--- config.mk ---
export PLATFORM = sky130hd
export DESIGN_NAME = v06c_glue
export DESIGN_NICKNAME = d
export VERILOG_FILES = /design/src/hw/v06c_pkg.sv /design/src/hw/v06c_glue.sv /design/src/hw/covox_dac.sv /design/src/hw/joy_ports.sv /design/src/hw/edisk_pager.sv /design/src/hw/io_decode.sv /design/src/hw/bus_status.sv
export SDC_FILE = /design/constraint.sdc
export NUM_CORES = 1
export LEC_CHECK = 0
export BUFFER_PORTS_ARGS = -buffer_cell sky130_fd_sc_hd__buf_2
export CAP_MARGIN = 20
export CORE_MARGIN = 5
export CORE_UTILIZATION = 44
export CTS_CLUSTER_SIZE = 28
export DETAILED_ROUTE_END_ITERATION = 12
export HOLD_SLACK_MARGIN = 0.06
export PLACE_DENSITY = 0.73
export SLEW_MARGIN = 20
export SYNTH_ARGS = -nofsm -noshare
export SYNTH_HDL_FRONTEND = slang
export SYNTH_HIERARCHICAL = 1
export SYNTH_SLANG_ARGS = --single-unit
--- constraint.sdc ---
create_clock -name clk_sys -period 2.1 [get_ports clk_sys]
set_clock_uncertainty 0.05 [all_clocks]
set_input_delay 0.42 -clock clk_sys [delete_from_list [all_inputs] [get_ports clk_sys]]
set_output_delay 0.42 -clock clk_sys [all_outputs]
set_load 0.05 [all_outputs]
--- src/hw/v06c_pkg.sv ---
package v06c_pkg;

	// --------------------------------------------------
	// Bus and datapath widths
	// --------------------------------------------------
	localparam int ADDR_W  = 16;
	localparam int DATA_W  = 8;
	localparam int PAGE_W  = 3;
	localparam int AUDIO_W = 16;
	localparam int JOY_W   = 8;

	// Port numbers on the low address byte
	localparam logic [7:0] PORT_JOY_BASE = 8'h04;
	localparam logic [7:0] PORT_JOY_P    = 8'h06;
	localparam logic [7:0] PORT_VOX      = 8'h07;
	localparam logic [7:0] PORT_JOY_A    = 8'h0E;
	localparam logic [7:0] PORT_JOY_B    = 8'h0F;
	localparam logic [7:0] PORT_EDISK    = 8'h10;

	// Floating bus value
	localparam logic [7:0] IO_IDLE = 8'hFF;

	// Idle status after reset, write_n high and nothing else set
	localparam logic [7:0] STATUS_RESET = 8'h02;

	// Covox scaling and lock-out length
	localparam int COVOX_SHIFT        = 6;
	localparam int COVOX_LOCK_DEFAULT = 200_000_000;

	// --------------------------------------------------
	// 8080 status word
	// --------------------------------------------------
	typedef struct packed {
		logic ram_read;
		logic io_read;
		logic m1;
		logic io_write;
		logic halt_ack;
		logic io_stack;
		logic write_n;
		logic int_ack;
	} status_flags_t;

	typedef union packed {
		logic [DATA_W-1:0] raw;
		status_flags_t     flags;
	} status_word_u;

endpackage
--- src/hw/v06c_glue.sv ---
`timescale 1ns/10ps

module v06c_glue #(
	parameter int covox_lock_cycles = v06c_pkg::COVOX_LOCK_DEFAULT
) (
	input  logic                         clk_sys,
	input  logic                         cold_reset,
	input  logic [v06c_pkg::ADDR_W-1:0]  cpu_addr_i,
	input  logic [v06c_pkg::DATA_W-1:0]  cpu_dout_i,
	input  logic                         cpu_sync_i,
	input  logic                         cpu_dbin_i,
	input  logic                         cpu_wr_n_i,
	input  logic [v06c_pkg::JOY_W-1:0]   joy_a_i,
	input  logic [v06c_pkg::JOY_W-1:0]   joy_b_i,
	output logic [v06c_pkg::DATA_W-1:0]  cpu_din_o,
	output logic [v06c_pkg::PAGE_W-1:0]  ram_page_o,
	output logic                         mem_req_o,
	output logic [v06c_pkg::AUDIO_W-1:0] audio_o
);
	import v06c_pkg::*;

	status_word_u     status;
	logic             io_wr;
	logic             edisk_sel;
	logic             joy_sel;
	logic             vox_sel;
	logic [JOY_W-1:0] joy_p;
	logic [JOY_W-1:0] joy_pu;
	logic [JOY_W-1:0] joy_a_fmt;
	logic [JOY_W-1:0] joy_b_fmt;

	// --------------------------------------------------
	// CPU bus front end
	// --------------------------------------------------
	bus_status i_bus_status (
		.clk_sys    (clk_sys),
		.cold_reset (cold_reset),
		.cpu_sync_i (cpu_sync_i),
		.cpu_dout_i (cpu_dout_i),
		.cpu_dbin_i (cpu_dbin_i),
		.cpu_wr_n_i (cpu_wr_n_i),
		.status_o   (status),
		.io_rd_o    (),
		.io_wr_o    (io_wr),
		.mem_req_o  (mem_req_o)
	);

	io_decode i_io_decode (
		.cpu_addr_lo_i (cpu_addr_i[7:0]),
		.status_i      (status),
		.joy_p_i       (joy_p),
		.joy_pu_i      (joy_pu),
		.joy_a_fmt_i   (joy_a_fmt),
		.joy_b_fmt_i   (joy_b_fmt),
		.edisk_sel_o   (edisk_sel),
		.joy_sel_o     (joy_sel),
		.vox_sel_o     (vox_sel),
		.cpu_din_o     (cpu_din_o)
	);

	// --------------------------------------------------
	// Peripherals
	// --------------------------------------------------
	edisk_pager i_edisk_pager (
		.clk_sys       (clk_sys),
		.cold_reset    (cold_reset),
		.edisk_sel_i   (edisk_sel),
		.io_wr_i       (io_wr),
		.cpu_addr_hi_i (cpu_addr_i[ADDR_W-1 -: 3]),
		.cpu_dout_i    (cpu_dout_i),
		.status_i      (status),
		.ram_page_o    (ram_page_o)
	);

	joy_ports i_joy_ports (
		.clk_sys     (clk_sys),
		.cold_reset  (cold_reset),
		.joy_sel_i   (joy_sel),
		.io_wr_i     (io_wr),
		.cpu_addr0_i (cpu_addr_i[0]),
		.cpu_dout_i  (cpu_dout_i),
		.joy_a_i     (joy_a_i),
		.joy_b_i     (joy_b_i),
		.joy_p_o     (joy_p),
		.joy_pu_o    (joy_pu),
		.joy_a_fmt_o (joy_a_fmt),
		.joy_b_fmt_o (joy_b_fmt)
	);

	covox_dac #(
		.lock_cycles (covox_lock_cycles)
	) i_covox_dac (
		.clk_sys    (clk_sys),
		.cold_reset (cold_reset),
		.vox_sel_i  (vox_sel),
		.io_wr_i    (io_wr),
		.cpu_dout_i (cpu_dout_i),
		.audio_o    (audio_o)
	);

endmodule

--- src/hw/covox_dac.sv ---
`timescale 1ns/10ps

module covox_dac #(
	parameter int lock_cycles = v06c_pkg::COVOX_LOCK_DEFAULT
) (
	input  logic                         clk_sys,
	input  logic                         cold_reset,
	input  logic                         vox_sel_i,
	input  logic                         io_wr_i,
	input  logic [v06c_pkg::DATA_W-1:0]  cpu_dout_i,
	output logic [v06c_pkg::AUDIO_W-1:0] audio_o
);
	import v06c_pkg::*;

	localparam int CNT_W = (lock_cycles > 0) ? $clog2(lock_cycles + 1) : 1;

	logic [CNT_W-1:0]  lock_cnt;
	logic [DATA_W-1:0] sample_q;
	logic              we;
	logic              we_q;

	// Ignore stray writes while old software probes ports after boot
	assign we = io_wr_i & vox_sel_i & (lock_cnt == '0);

	always_ff @(posedge clk_sys) begin
		if (cold_reset) begin
			lock_cnt <= CNT_W'(lock_cycles);
			we_q     <= 1'b0;
			sample_q <= '0;
		end else begin
			if (lock_cnt != '0) begin
				lock_cnt <= lock_cnt - CNT_W'(1);
			end
			we_q <= we;
			if (we && !we_q) begin
				sample_q <= cpu_dout_i;
			end
		end
	end

	assign audio_o = AUDIO_W'(sample_q) << COVOX_SHIFT;

endmodule

--- src/hw/joy_ports.sv ---
`timescale 1ns/10ps

module joy_ports (
	input  logic                        clk_sys,
	input  logic                        cold_reset,
	input  logic                        joy_sel_i,
	input  logic                        io_wr_i,
	input  logic                        cpu_addr0_i,
	input  logic [v06c_pkg::DATA_W-1:0] cpu_dout_i,
	input  logic [v06c_pkg::JOY_W-1:0]  joy_a_i,
	input  logic [v06c_pkg::JOY_W-1:0]  joy_b_i,
	output logic [v06c_pkg::JOY_W-1:0]  joy_p_o,
	output logic [v06c_pkg::JOY_W-1:0]  joy_pu_o,
	output logic [v06c_pkg::JOY_W-1:0]  joy_a_fmt_o,
	output logic [v06c_pkg::JOY_W-1:0]  joy_b_fmt_o
);
	import v06c_pkg::*;

	logic [DATA_W-1:0] mode_q;
	logic              we;
	logic              we_q;
	logic [JOY_W-1:0]  pad_or;

	// Active-low pad layout of the A/B ports
	function automatic logic [JOY_W-1:0] pad_fmt(input logic [JOY_W-1:0] pad);
		pad_fmt = ~{pad[5], pad[4], 2'b00, pad[2], pad[3], pad[1], pad[0]};
	endfunction

	// --------------------------------------------------
	// Mode register
	// --------------------------------------------------
	assign we = io_wr_i & joy_sel_i;

	always_ff @(posedge clk_sys) begin
		if (cold_reset) begin
			we_q   <= 1'b0;
			mode_q <= '0;
		end else begin
			we_q <= we;
			if (we && !we_q) begin
				if (cpu_addr0_i) begin
					mode_q <= cpu_dout_i;
				end else if (!cpu_dout_i[7]) begin
					// Single bit set/reset, like a PPI port C command
					mode_q[cpu_dout_i[3:1]] <= cpu_dout_i[0];
				end
			end
		end
	end

	// --------------------------------------------------
	// Read formats
	// --------------------------------------------------
	assign joy_a_fmt_o = pad_fmt(joy_a_i);
	assign joy_b_fmt_o = pad_fmt(joy_b_i);

	assign pad_or   = joy_a_i | joy_b_i;
	assign joy_pu_o = {pad_or[3], pad_or[0], pad_or[2], pad_or[1], pad_or[4], pad_or[5], 2'b00};

	always_comb begin
		case (mode_q[6:5])
			2'b00:   joy_p_o = joy_a_fmt_o & joy_b_fmt_o;
			2'b01:   joy_p_o = joy_a_fmt_o;
			2'b10:   joy_p_o = joy_b_fmt_o;
			default: joy_p_o = '1;
		endcase
	end

endmodule

--- src/hw/edisk_pager.sv ---
`timescale 1ns/10ps

module edisk_pager (
	input  logic                         clk_sys,
	input  logic                         cold_reset,
	input  logic                         edisk_sel_i,
	input  logic                         io_wr_i,
	input  logic [2:0]                   cpu_addr_hi_i,
	input  logic [v06c_pkg::DATA_W-1:0]  cpu_dout_i,
	input  v06c_pkg::status_word_u       status_i,
	output logic [v06c_pkg::PAGE_W-1:0]  ram_page_o
);
	import v06c_pkg::*;

	logic [DATA_W-1:0] edisk_q;
	logic              we;
	logic              we_q;
	logic              win_hit;
	logic              access;
	logic              stack_hit;
	logic              ram_hit;

	// --------------------------------------------------
	// Control register, one write per I/O cycle
	// --------------------------------------------------
	assign we = io_wr_i & edisk_sel_i;

	always_ff @(posedge clk_sys) begin
		if (cold_reset) begin
			we_q    <= 1'b0;
			edisk_q <= '0;
		end else begin
			we_q <= we;
			if (we && !we_q) begin
				edisk_q <= cpu_dout_i;
			end
		end
	end

	// --------------------------------------------------
	// Page selection
	// --------------------------------------------------
	// Window is A000-DFFF, plus 8000 and E000 banks when enabled
	assign win_hit = cpu_addr_hi_i[2]
		& ((cpu_addr_hi_i[1] ^ cpu_addr_hi_i[0])
		| (edisk_q[7] & cpu_addr_hi_i[1] & cpu_addr_hi_i[0])
		| (edisk_q[6] & ~cpu_addr_hi_i[1] & ~cpu_addr_hi_i[0]));

	assign access    = status_i.flags.ram_read | ~status_i.flags.write_n;
	assign stack_hit = edisk_q[4] & status_i.flags.io_stack & access;
	assign ram_hit   = edisk_q[5] & win_hit & access;

	// Page 0 is main RAM, E-disk banks start at 1
	always_comb begin
		if (stack_hit) begin
			ram_page_o = {1'b0, edisk_q[3:2]} + PAGE_W'(1);
		end else if (ram_hit) begin
			ram_page_o = {1'b0, edisk_q[1:0]} + PAGE_W'(1);
		end else begin
			ram_page_o = '0;
		end
	end

endmodule

--- src/hw/io_decode.sv ---
`timescale 1ns/10ps

module io_decode (
	input  logic [7:0]                  cpu_addr_lo_i,
	input  v06c_pkg::status_word_u      status_i,
	input  logic [v06c_pkg::JOY_W-1:0]  joy_p_i,
	input  logic [v06c_pkg::JOY_W-1:0]  joy_pu_i,
	input  logic [v06c_pkg::JOY_W-1:0]  joy_a_fmt_i,
	input  logic [v06c_pkg::JOY_W-1:0]  joy_b_fmt_i,
	output logic                        edisk_sel_o,
	output logic                        joy_sel_o,
	output logic                        vox_sel_o,
	output logic [v06c_pkg::DATA_W-1:0] cpu_din_o
);
	import v06c_pkg::*;

	// --------------------------------------------------
	// Write selects
	// --------------------------------------------------
	// Joystick control occupies the even/odd pair
	assign joy_sel_o   = (cpu_addr_lo_i[7:1] == PORT_JOY_BASE[7:1]);
	assign vox_sel_o   = (cpu_addr_lo_i == PORT_VOX);
	assign edisk_sel_o = (cpu_addr_lo_i == PORT_EDISK);

	// --------------------------------------------------
	// Read data back to the CPU
	// --------------------------------------------------
	always_comb begin
		cpu_din_o = IO_IDLE;
		if (status_i.flags.int_ack) begin
			// Acknowledge reads RST 7 from the floating bus
			cpu_din_o = IO_IDLE;
		end else if (joy_sel_o) begin
			cpu_din_o = '0;
		end else begin
			case (cpu_addr_lo_i)
				PORT_JOY_P: cpu_din_o = joy_p_i;
				PORT_VOX:   cpu_din_o = joy_pu_i;
				PORT_JOY_A: cpu_din_o = joy_a_fmt_i;
				PORT_JOY_B: cpu_din_o = joy_b_fmt_i;
				default:    cpu_din_o = IO_IDLE;
			endcase
		end
	end

endmodule

--- src/hw/bus_status.sv ---
`timescale 1ns/10ps

module bus_status (
	input  logic                          clk_sys,
	input  logic                          cold_reset,
	input  logic                          cpu_sync_i,
	input  logic [v06c_pkg::DATA_W-1:0]   cpu_dout_i,
	input  logic                          cpu_dbin_i,
	input  logic                          cpu_wr_n_i,
	output v06c_pkg::status_word_u        status_o,
	output logic                          io_rd_o,
	output logic                          io_wr_o,
	output logic                          mem_req_o
);
	import v06c_pkg::*;

	logic sync_q;

	// Status byte is on the data bus while SYNC is high
	always_ff @(posedge clk_sys) begin
		if (cold_reset) begin
			sync_q       <= 1'b0;
			status_o.raw <= STATUS_RESET;
		end else begin
			sync_q <= cpu_sync_i;
			if (cpu_sync_i && !sync_q) begin
				status_o.raw <= cpu_dout_i;
			end
		end
	end

	// Access qualifiers
	assign io_rd_o = status_o.flags.io_read & cpu_dbin_i;
	assign io_wr_o = status_o.flags.io_write & ~cpu_wr_n_i;

	// Memory cycle, read or write, but not an I/O cycle
	assign mem_req_o = (status_o.flags.ram_read | ~status_o.flags.write_n)
		& ~status_o.flags.io_read & ~status_o.flags.io_write;

endmodule

==> results of run 1 <==
-- worst min-delay path, stage by stage --
cell and delay [ns]:
buf_2 0.13, nand2b_1 0.07, o21ai_1 0.05
-- flip-flops by register name, summed over array words and instances (netlist names) --
signal	count
i_edisk_pager/we_q	1
i_covox_dac/we_q	1
i_edisk_pager/edisk_q	8
i_joy_ports/we_q	1
i_covox_dac/lock_cnt	28
i_bus_status/status_o	6
i_joy_ports/mode_q	2
i_bus_status/sync_q	1
i_covox_dac/sample_q	8
-- placed cells by master, fill, tap and decap left out, types with 3 or more instances in the layout --
cell type,count
or3b_1,5
nand4b_1,3
o21ai_1,15
nand4bb_1,5
nor3_1,10
xnor2_1,3
nand4_1,3
a22oi_2,5
buf_4,46
nor4_1,3
dfxtp_1,43
nor4_4,5
inv_1,14
o21ai_0,6
o21bai_1,3
nor2b_1,6
clkbuf_8,6
mux4_2,8
o31ai_2,4
or4_1,3
nand2_1,17
nor2_1,26
mux2i_1,10
o21a_1,9
nand3_1,9
dfxtp_2,12
a21oi_1,10
o31ai_1,3
nand3b_1,13
buf_6,9
conb_1,16
nand2b_1,15
nor3_2,3
buf_2,44
or3_1,12
-- power groups by stage --
stage,clock network (mW),logic (mW),registers (mW)
after detailed placement,0,0.582,1.20
after global routing,0.685,0.761,1.20
after floorplan,0,0.385,1.19
after CTS,0.643,0.630,1.18
final,0.617,0.700,1.19
after global placement,0,0.569,1.19
-- stage by stage --
stage	util (%)	total power, mW	setup TNS (ns)
after floorplan	-	1.58	-0.357
after global placement	53.1	1.76	0
after detailed placement	53.1	1.78	-0.0649
after CTS	55.8	2.46	-0.0557
after global routing	58.5	2.65	-1.06
final	58.5	2.51	-0.0828
-- timing repair --
item	4_1_cts	5_1_grt
gates resized for setup	26	49
gates cloned	0	0
setup endpoints to repair	11	35
setup buffers	4	3
pin swaps	7	15
-- area by class of cell --
| cell class | instances | area (um2) | share of cell area [%] |
|---|---|---|---|
| Clock buffer | 6 | 82.6 | 1.93 |
| Clock inverter | 2 | 15.0 | 0.352 |
| Inverter | 18 | 82.6 | 1.93 |
| Multi-Input combinational cell | 278 | 2150 | 50.4 |
| Sequential cell | 56 | 1140 | 26.7 |
| Tap cell | 99 | 124 | 2.90 |
| Timing Repair Buffer | 100 | 674 | 15.8 |
-- metal layers --
metal	part of all wire, %	up-vias	track usage [%]
met5	0	-	0
met2	50	65	28.0
met1	44	1422	20.5
li1	-	1498	-
met4	0.74	0	3.67
met3	5.0	6	3.31
-- worst max path at each step --
| stage | to | slack (ns) | startpoint |
|---|---|---|---|
| 3_5_place_dp | i_covox_dac/lock_cnt[26] | -0.06 | i_covox_dac/lock_cnt[3] |
| 3_3_place_gp | i_covox_dac/lock_cnt[26] | 0.002 | i_covox_dac/lock_cnt[4] |
| 4_1_cts | i_covox_dac/lock_cnt[26] | -0.05 | i_covox_dac/lock_cnt[9] |
| 2_1_floorplan | ram_page_o[1] | -0.18 | i_bus_status/status_o[7] |
| 6_report | i_covox_dac/lock_cnt[26] | -0.06 | i_covox_dac/lock_cnt[1] |
| 5_1_grt | i_covox_dac/lock_cnt[26] | -0.14 | i_covox_dac/lock_cnt[1] |
==> flow_metrics.py, run 1 <==
metrics = {
    "drt": {
        "vias_per_cell": 5.35,
        "drt_wl_total_um": 7880,
        "num_vias": 2991,
        "dr.first_iter.drc_count": 133,
        "routedWlPerCell_um": 14.1,
        "drc": 0,
        "drtPass1Iterations": 4,
        "antenna_left": 0,
    },
    "clock_tree": {
        "clk_pin_slew_ns": 0.11,
        "htreeDepth": 2,
        "cts_tree": "done",
        "numCtsBuffers": 5,
        "cts_sinks": 56,
        "clk_latency_ns": 0.31,
        "clk_path_buf_depth": 2,
        "holdBufCountCts": 0,
        "cts_root_buf": "clkbuf_8",
    },
    "power_and_ir_drop": {
        "combPwrFrac_pct": 27.9,
        "power.internal_mw": 1.74,
        "powerDensity_nw_per_um2": 588,
        "p_leak_nw": 1.66,
        "switching_share_pct": 30.8,
        "ir_drop_mv": 0.447,
        "p_sw_uw": 772,
        "p_seq_share_pct": 47.5,
        "pwr-share-clk_pct": 24.6,
    },
    "placement": {
        "hpwl_um": 5740,
        "place_inst": 544,
        "gp_congestion": 0.841,
        "dp_slack_ns": -0.0597,
        "place_area_um2": 3870,
        "portBuffers": 54,
    },
    "timing": {
        "fmax_mhz": 462,
        "tightest_slew_ns": 0.577,
        "fin_crit_sh_pct": 103,
        "slew_headroom_pct": 61.6,
        "layout_setup_ws_ns": -0.0646,
        "hold_viol": 0,
        "drv_slew": 0,
        "grt_setup_unrepaired": "yes",
        "final-setup-viol-count": 2,
        "whs_ns": 0.337,
        "layout_min_cycle_time_ns": 2.16,
    },
    "grt": {
        "grt_overflow_total": 0,
        "grt_pass1_vias": 2870,
        "grt_pass1_wl_um": 13100,
        "grt_max_degree": 37,
        "antenna_found_initial": 0,
        "grt.total_usage_pct": 16.1,
    },
    "layout": {
        "postLayoutCellArea_um2": 4270,
        "diodes": 0,
        "syn_to_final_growth_pct": 28.3,
        "layoutNonFillerInstCount": 559,
        "drive_above_1_share_pct": 37.8,
        "nFillCells": 654,
        "num-nets-final": 508,
    },
    "floorplanning": {
        "die_h_um": 97.0,
        "rows": 31,
        "io_pins": 73,
        "dieWidth_um": 97.0,
        "core-area_um2": 7290,
        "dieArea_um2": 9400,
        "start_util_pct": 45.6,
    },
    "synth": {
        "syn-cell-area_um2": 3330,
        "syn-mean-instance-area_um2": 8.99,
        "yosys_warnings": 6,
        "synthCells": 370,
    },
    "min_path": {
        "min_to": "i_covox_dac/sample_q[3]",
        "min-delay-start": "cpu_dout_i[3]",
        "hold-path-cell-count": 3,
        "min_path_type": "in -> reg",
    },
    "setup_path": {
        "r2r_slack_ns": -0.06,
        "required_ns": 2.28,
        "worstReg2RegEnd": "i_covox_dac/lock_cnt[26]",
        "crit_path_start_kind": "flip-flop",
        "path_depth": 7,
        "worstPathArrival_ns": 2.35,
        "endpoint_kind": "flip-flop",
        "r2r.worst_path.cells": 7,
        "reg2reg_from": "i_covox_dac/lock_cnt[1]",
        "crit_slowest_cell": "or4_4",
        "crit_family": "simple AND/OR/NAND/NOR gates",
        "path_max_fanout": 5,
        "slowest_delay_ns": 0.56,
        "critical_path_class": "reg -> reg",
        "cp.buffers_inverters": 1,
        "cp_cell_sequence": "inv_4 > ha_4 > nor2b_4 > and2_4 > or4_4 > or4b_1 > a21oi_1",
    },
    "status": {
        "outcome": "complete, but fails checks",
        "violations": "negative setup slack",
    },
    "run": {
        "drv_cap": 0,
    },
}
No activity file was read; power rests on OpenSTA's default activity.
==> inputs of run 2 (changes only) <==
ABC_AREA = 1   (was default)
PLACE_DENSITY = 0.72   (was 0.73)
SETUP_SLACK_MARGIN = 0.3   (was default)
==> run 2 against run 1 <==
  * The run now ends clean
  * Critical path depth is 2 higher
  * Via count is 32% higher
  * Clock-buffer cell count is 1 lower
  * Maximum frequency is 10% higher
  * Combinational power is 3% higher
  * Die area is 15% higher
  * Sequential share of layout area is 2.4 points lower
  * Register-to-register slack better by 0.52 ns
  * Global-route usage is 1.6 points higher
  * Utilization is 4.7 points lower
  * Power is 1.7% higher
==> flow_metrics.py, run 2 <==
metrics = {
    "status": {
        "outcome": "complete, no violations",
    },
    "setup_path": {
        "worstPathArrival_ns": 1.50,
        "r2r.worst_path.cells": 11,
        "crit_path_start_kind": "input port",
        "path_max_fanout": 8,
        "critical_path_class": "in -> out",
        "required_ns": 1.63,
        "reg2reg_from": "i_covox_dac/lock_cnt[0]",
        "r2r_slack_ns": 0.46,
        "setup.worst_path.start": "cpu_addr_i[7]",
        "endpoint_kind": "output pin",
    },
    "layout": {
        "reg_top3": "i_covox_dac/lock_cnt x28, i_covox_dac/sample_q x8, i_edisk_pager/edisk_q x8",
        "syn_to_final_growth_pct": 20.2,
        "drive_above_1_share_pct": 24.4,
        "postLayoutCellArea_um2": 4670,
        "final_cell_mix": "nand2_1, nor2_1, inv_1",
        "largest_reg_flops": 28,
        "top_register": "i_covox_dac/lock_cnt",
        "final_common_cell": "nand2_1",
        "num-nets-final": 736,
        "utilization_pct": 53.8,
        "layoutNonFillerInstCount": 796,
        "diodes": 0,
    },
    "clock_tree": {
        "cts_root_buf": "clkbuf_8",
        "htreeDepth": 2,
        "clk_latency_ns": 0.33,
        "clk_pin_slew_ns": 0.12,
        "cts_sinks": 56,
        "clk_path_buf_depth": 2,
        "cts_tree": "done",
        "numCtsBuffers": 5,
    },
    "drt": {
        "drtPass1Iterations": 4,
        "num_vias": 3962,
        "routedWlPerCell_um": 12.5,
        "vias_per_cell": 4.98,
        "drc": 0,
        "drt_wl_total_um": 9970,
        "antenna_left": 0,
        "dr.first_iter.drc_count": 201,
    },
    "floorplanning": {
        "dieArea_um2": 10800,
        "die_h_um": 104,
        "rows": 34,
        "core-area_um2": 8680,
        "io_pins": 73,
        "dieWidth_um": 104,
        "start_util_pct": 44.8,
    },
    "power_and_ir_drop": {
        "p_leak_nw": 2.25,
        "powerDensity_nw_per_um2": 546,
        "p_seq_share_pct": 46.9,
        "switching_share_pct": 37.0,
        "power_mw": 2.55,
        "combPwrFrac_pct": 28.2,
        "pwr-share-clk_pct": 24.9,
        "ir_drop_mv": 0.435,
        "p_sw_uw": 943,
        "power.internal_mw": 1.61,
    },
    "placement": {
        "hpwl_um": 7460,
        "portBuffers": 54,
        "gp_congestion": 0.899,
        "place_area_um2": 4200,
        "place_inst": 782,
        "dp_slack_ns": 0.0135,
    },
    "timing": {
        "tightest_slew_ns": 0.583,
        "fin_crit_sh_pct": 93.6,
        "grt_setup_unrepaired": "yes",
        "timing.setup.tns_ns": 0,
        "layout_min_cycle_time_ns": 1.97,
        "final-setup-viol-count": 0,
        "slew_headroom_pct": 61.1,
        "fmax_mhz": 508,
        "drv_slew": 0,
        "hold_viol": 0,
        "whs_ns": 0.309,
        "layout_setup_ws_ns": 0.133,
    },
    "grt": {
        "antenna_found_initial": 0,
        "grt_pass1_vias": 3610,
        "grt_max_degree": 25,
        "grt_overflow_total": 0,
        "grt.total_usage_pct": 17.7,
        "grt_pass1_wl_um": 16400,
    },
    "synth": {
        "syn-cell-area_um2": 3880,
        "syn-mean-instance-area_um2": 6.18,
        "synthCells": 628,
        "yosys_warnings": 6,
    },
    "run": {
        "drv_cap": 0,
    },
    "min_path": {
        "min-delay-start": "cpu_dout_i[5]",
        "hold-path-cell-count": 3,
        "min_path_type": "in -> reg",
    },
}
run 2: worst paths after layout:
kind / endpoint
worst max-delay path: cpu_din_o[6]
worst min register to register: i_edisk_pager/edisk_q[6]
worst min-delay path: i_edisk_pager/edisk_q[5]
worst max register to register: i_covox_dac/lock_cnt[27]
run 2: layer usage:
| metal | track usage (%) | up-vias | routed length, um |
|---|---|---|---|
| met5 | 0 | - | 0 |
| met4 | 5.55 | 0 | 153 |
| met3 | 3.48 | 13 | 558 |
| met2 | 30.2 | 116 | 4880 |
| met1 | 22.3 | 1795 | 4370 |
| li1 | - | 2038 | - |
run 2: area by class of cell:
cell class                 instances  area, um2
inverter                         104        398
timing repair buffer              63        467
fill                             831       4010
tap                              108        135
clock inverter                     3       28.8
sequential                        56       1130
clock buffer                       5       68.8
multi-input combinational        457       2440
run 2: power by group through the flow:
stage          sequential (mW)  clock, mW  combinational, mW
2_1_floorplan             1.20          0              0.549
3_3_place_gp              1.22          0              0.670
3_5_place_dp              1.22          0              0.683
4_1_cts                   1.20      0.664              0.702
5_1_grt                   1.21      0.716              0.802
6_report                  1.20      0.636              0.719
run 2: worst max-delay path, cell delays in order:
cell and delay [ns]:
buf_6 0.09, nor2_4 0.12, nand2_4 0.12, nor2_4 0.12, buf_12 0.14, nand3_2 0.08, o21ai_2 0.15, nand2_2 0.07
buf_8 0.16
run 2: timing repair:
item                                    4_1_cts  5_1_grt
setup buffers                                 3        3
hold buffers                                  0        0
pin swaps                                    12       18
gates resized for setup                      42       45
endpoints found under the setup margin       11       17
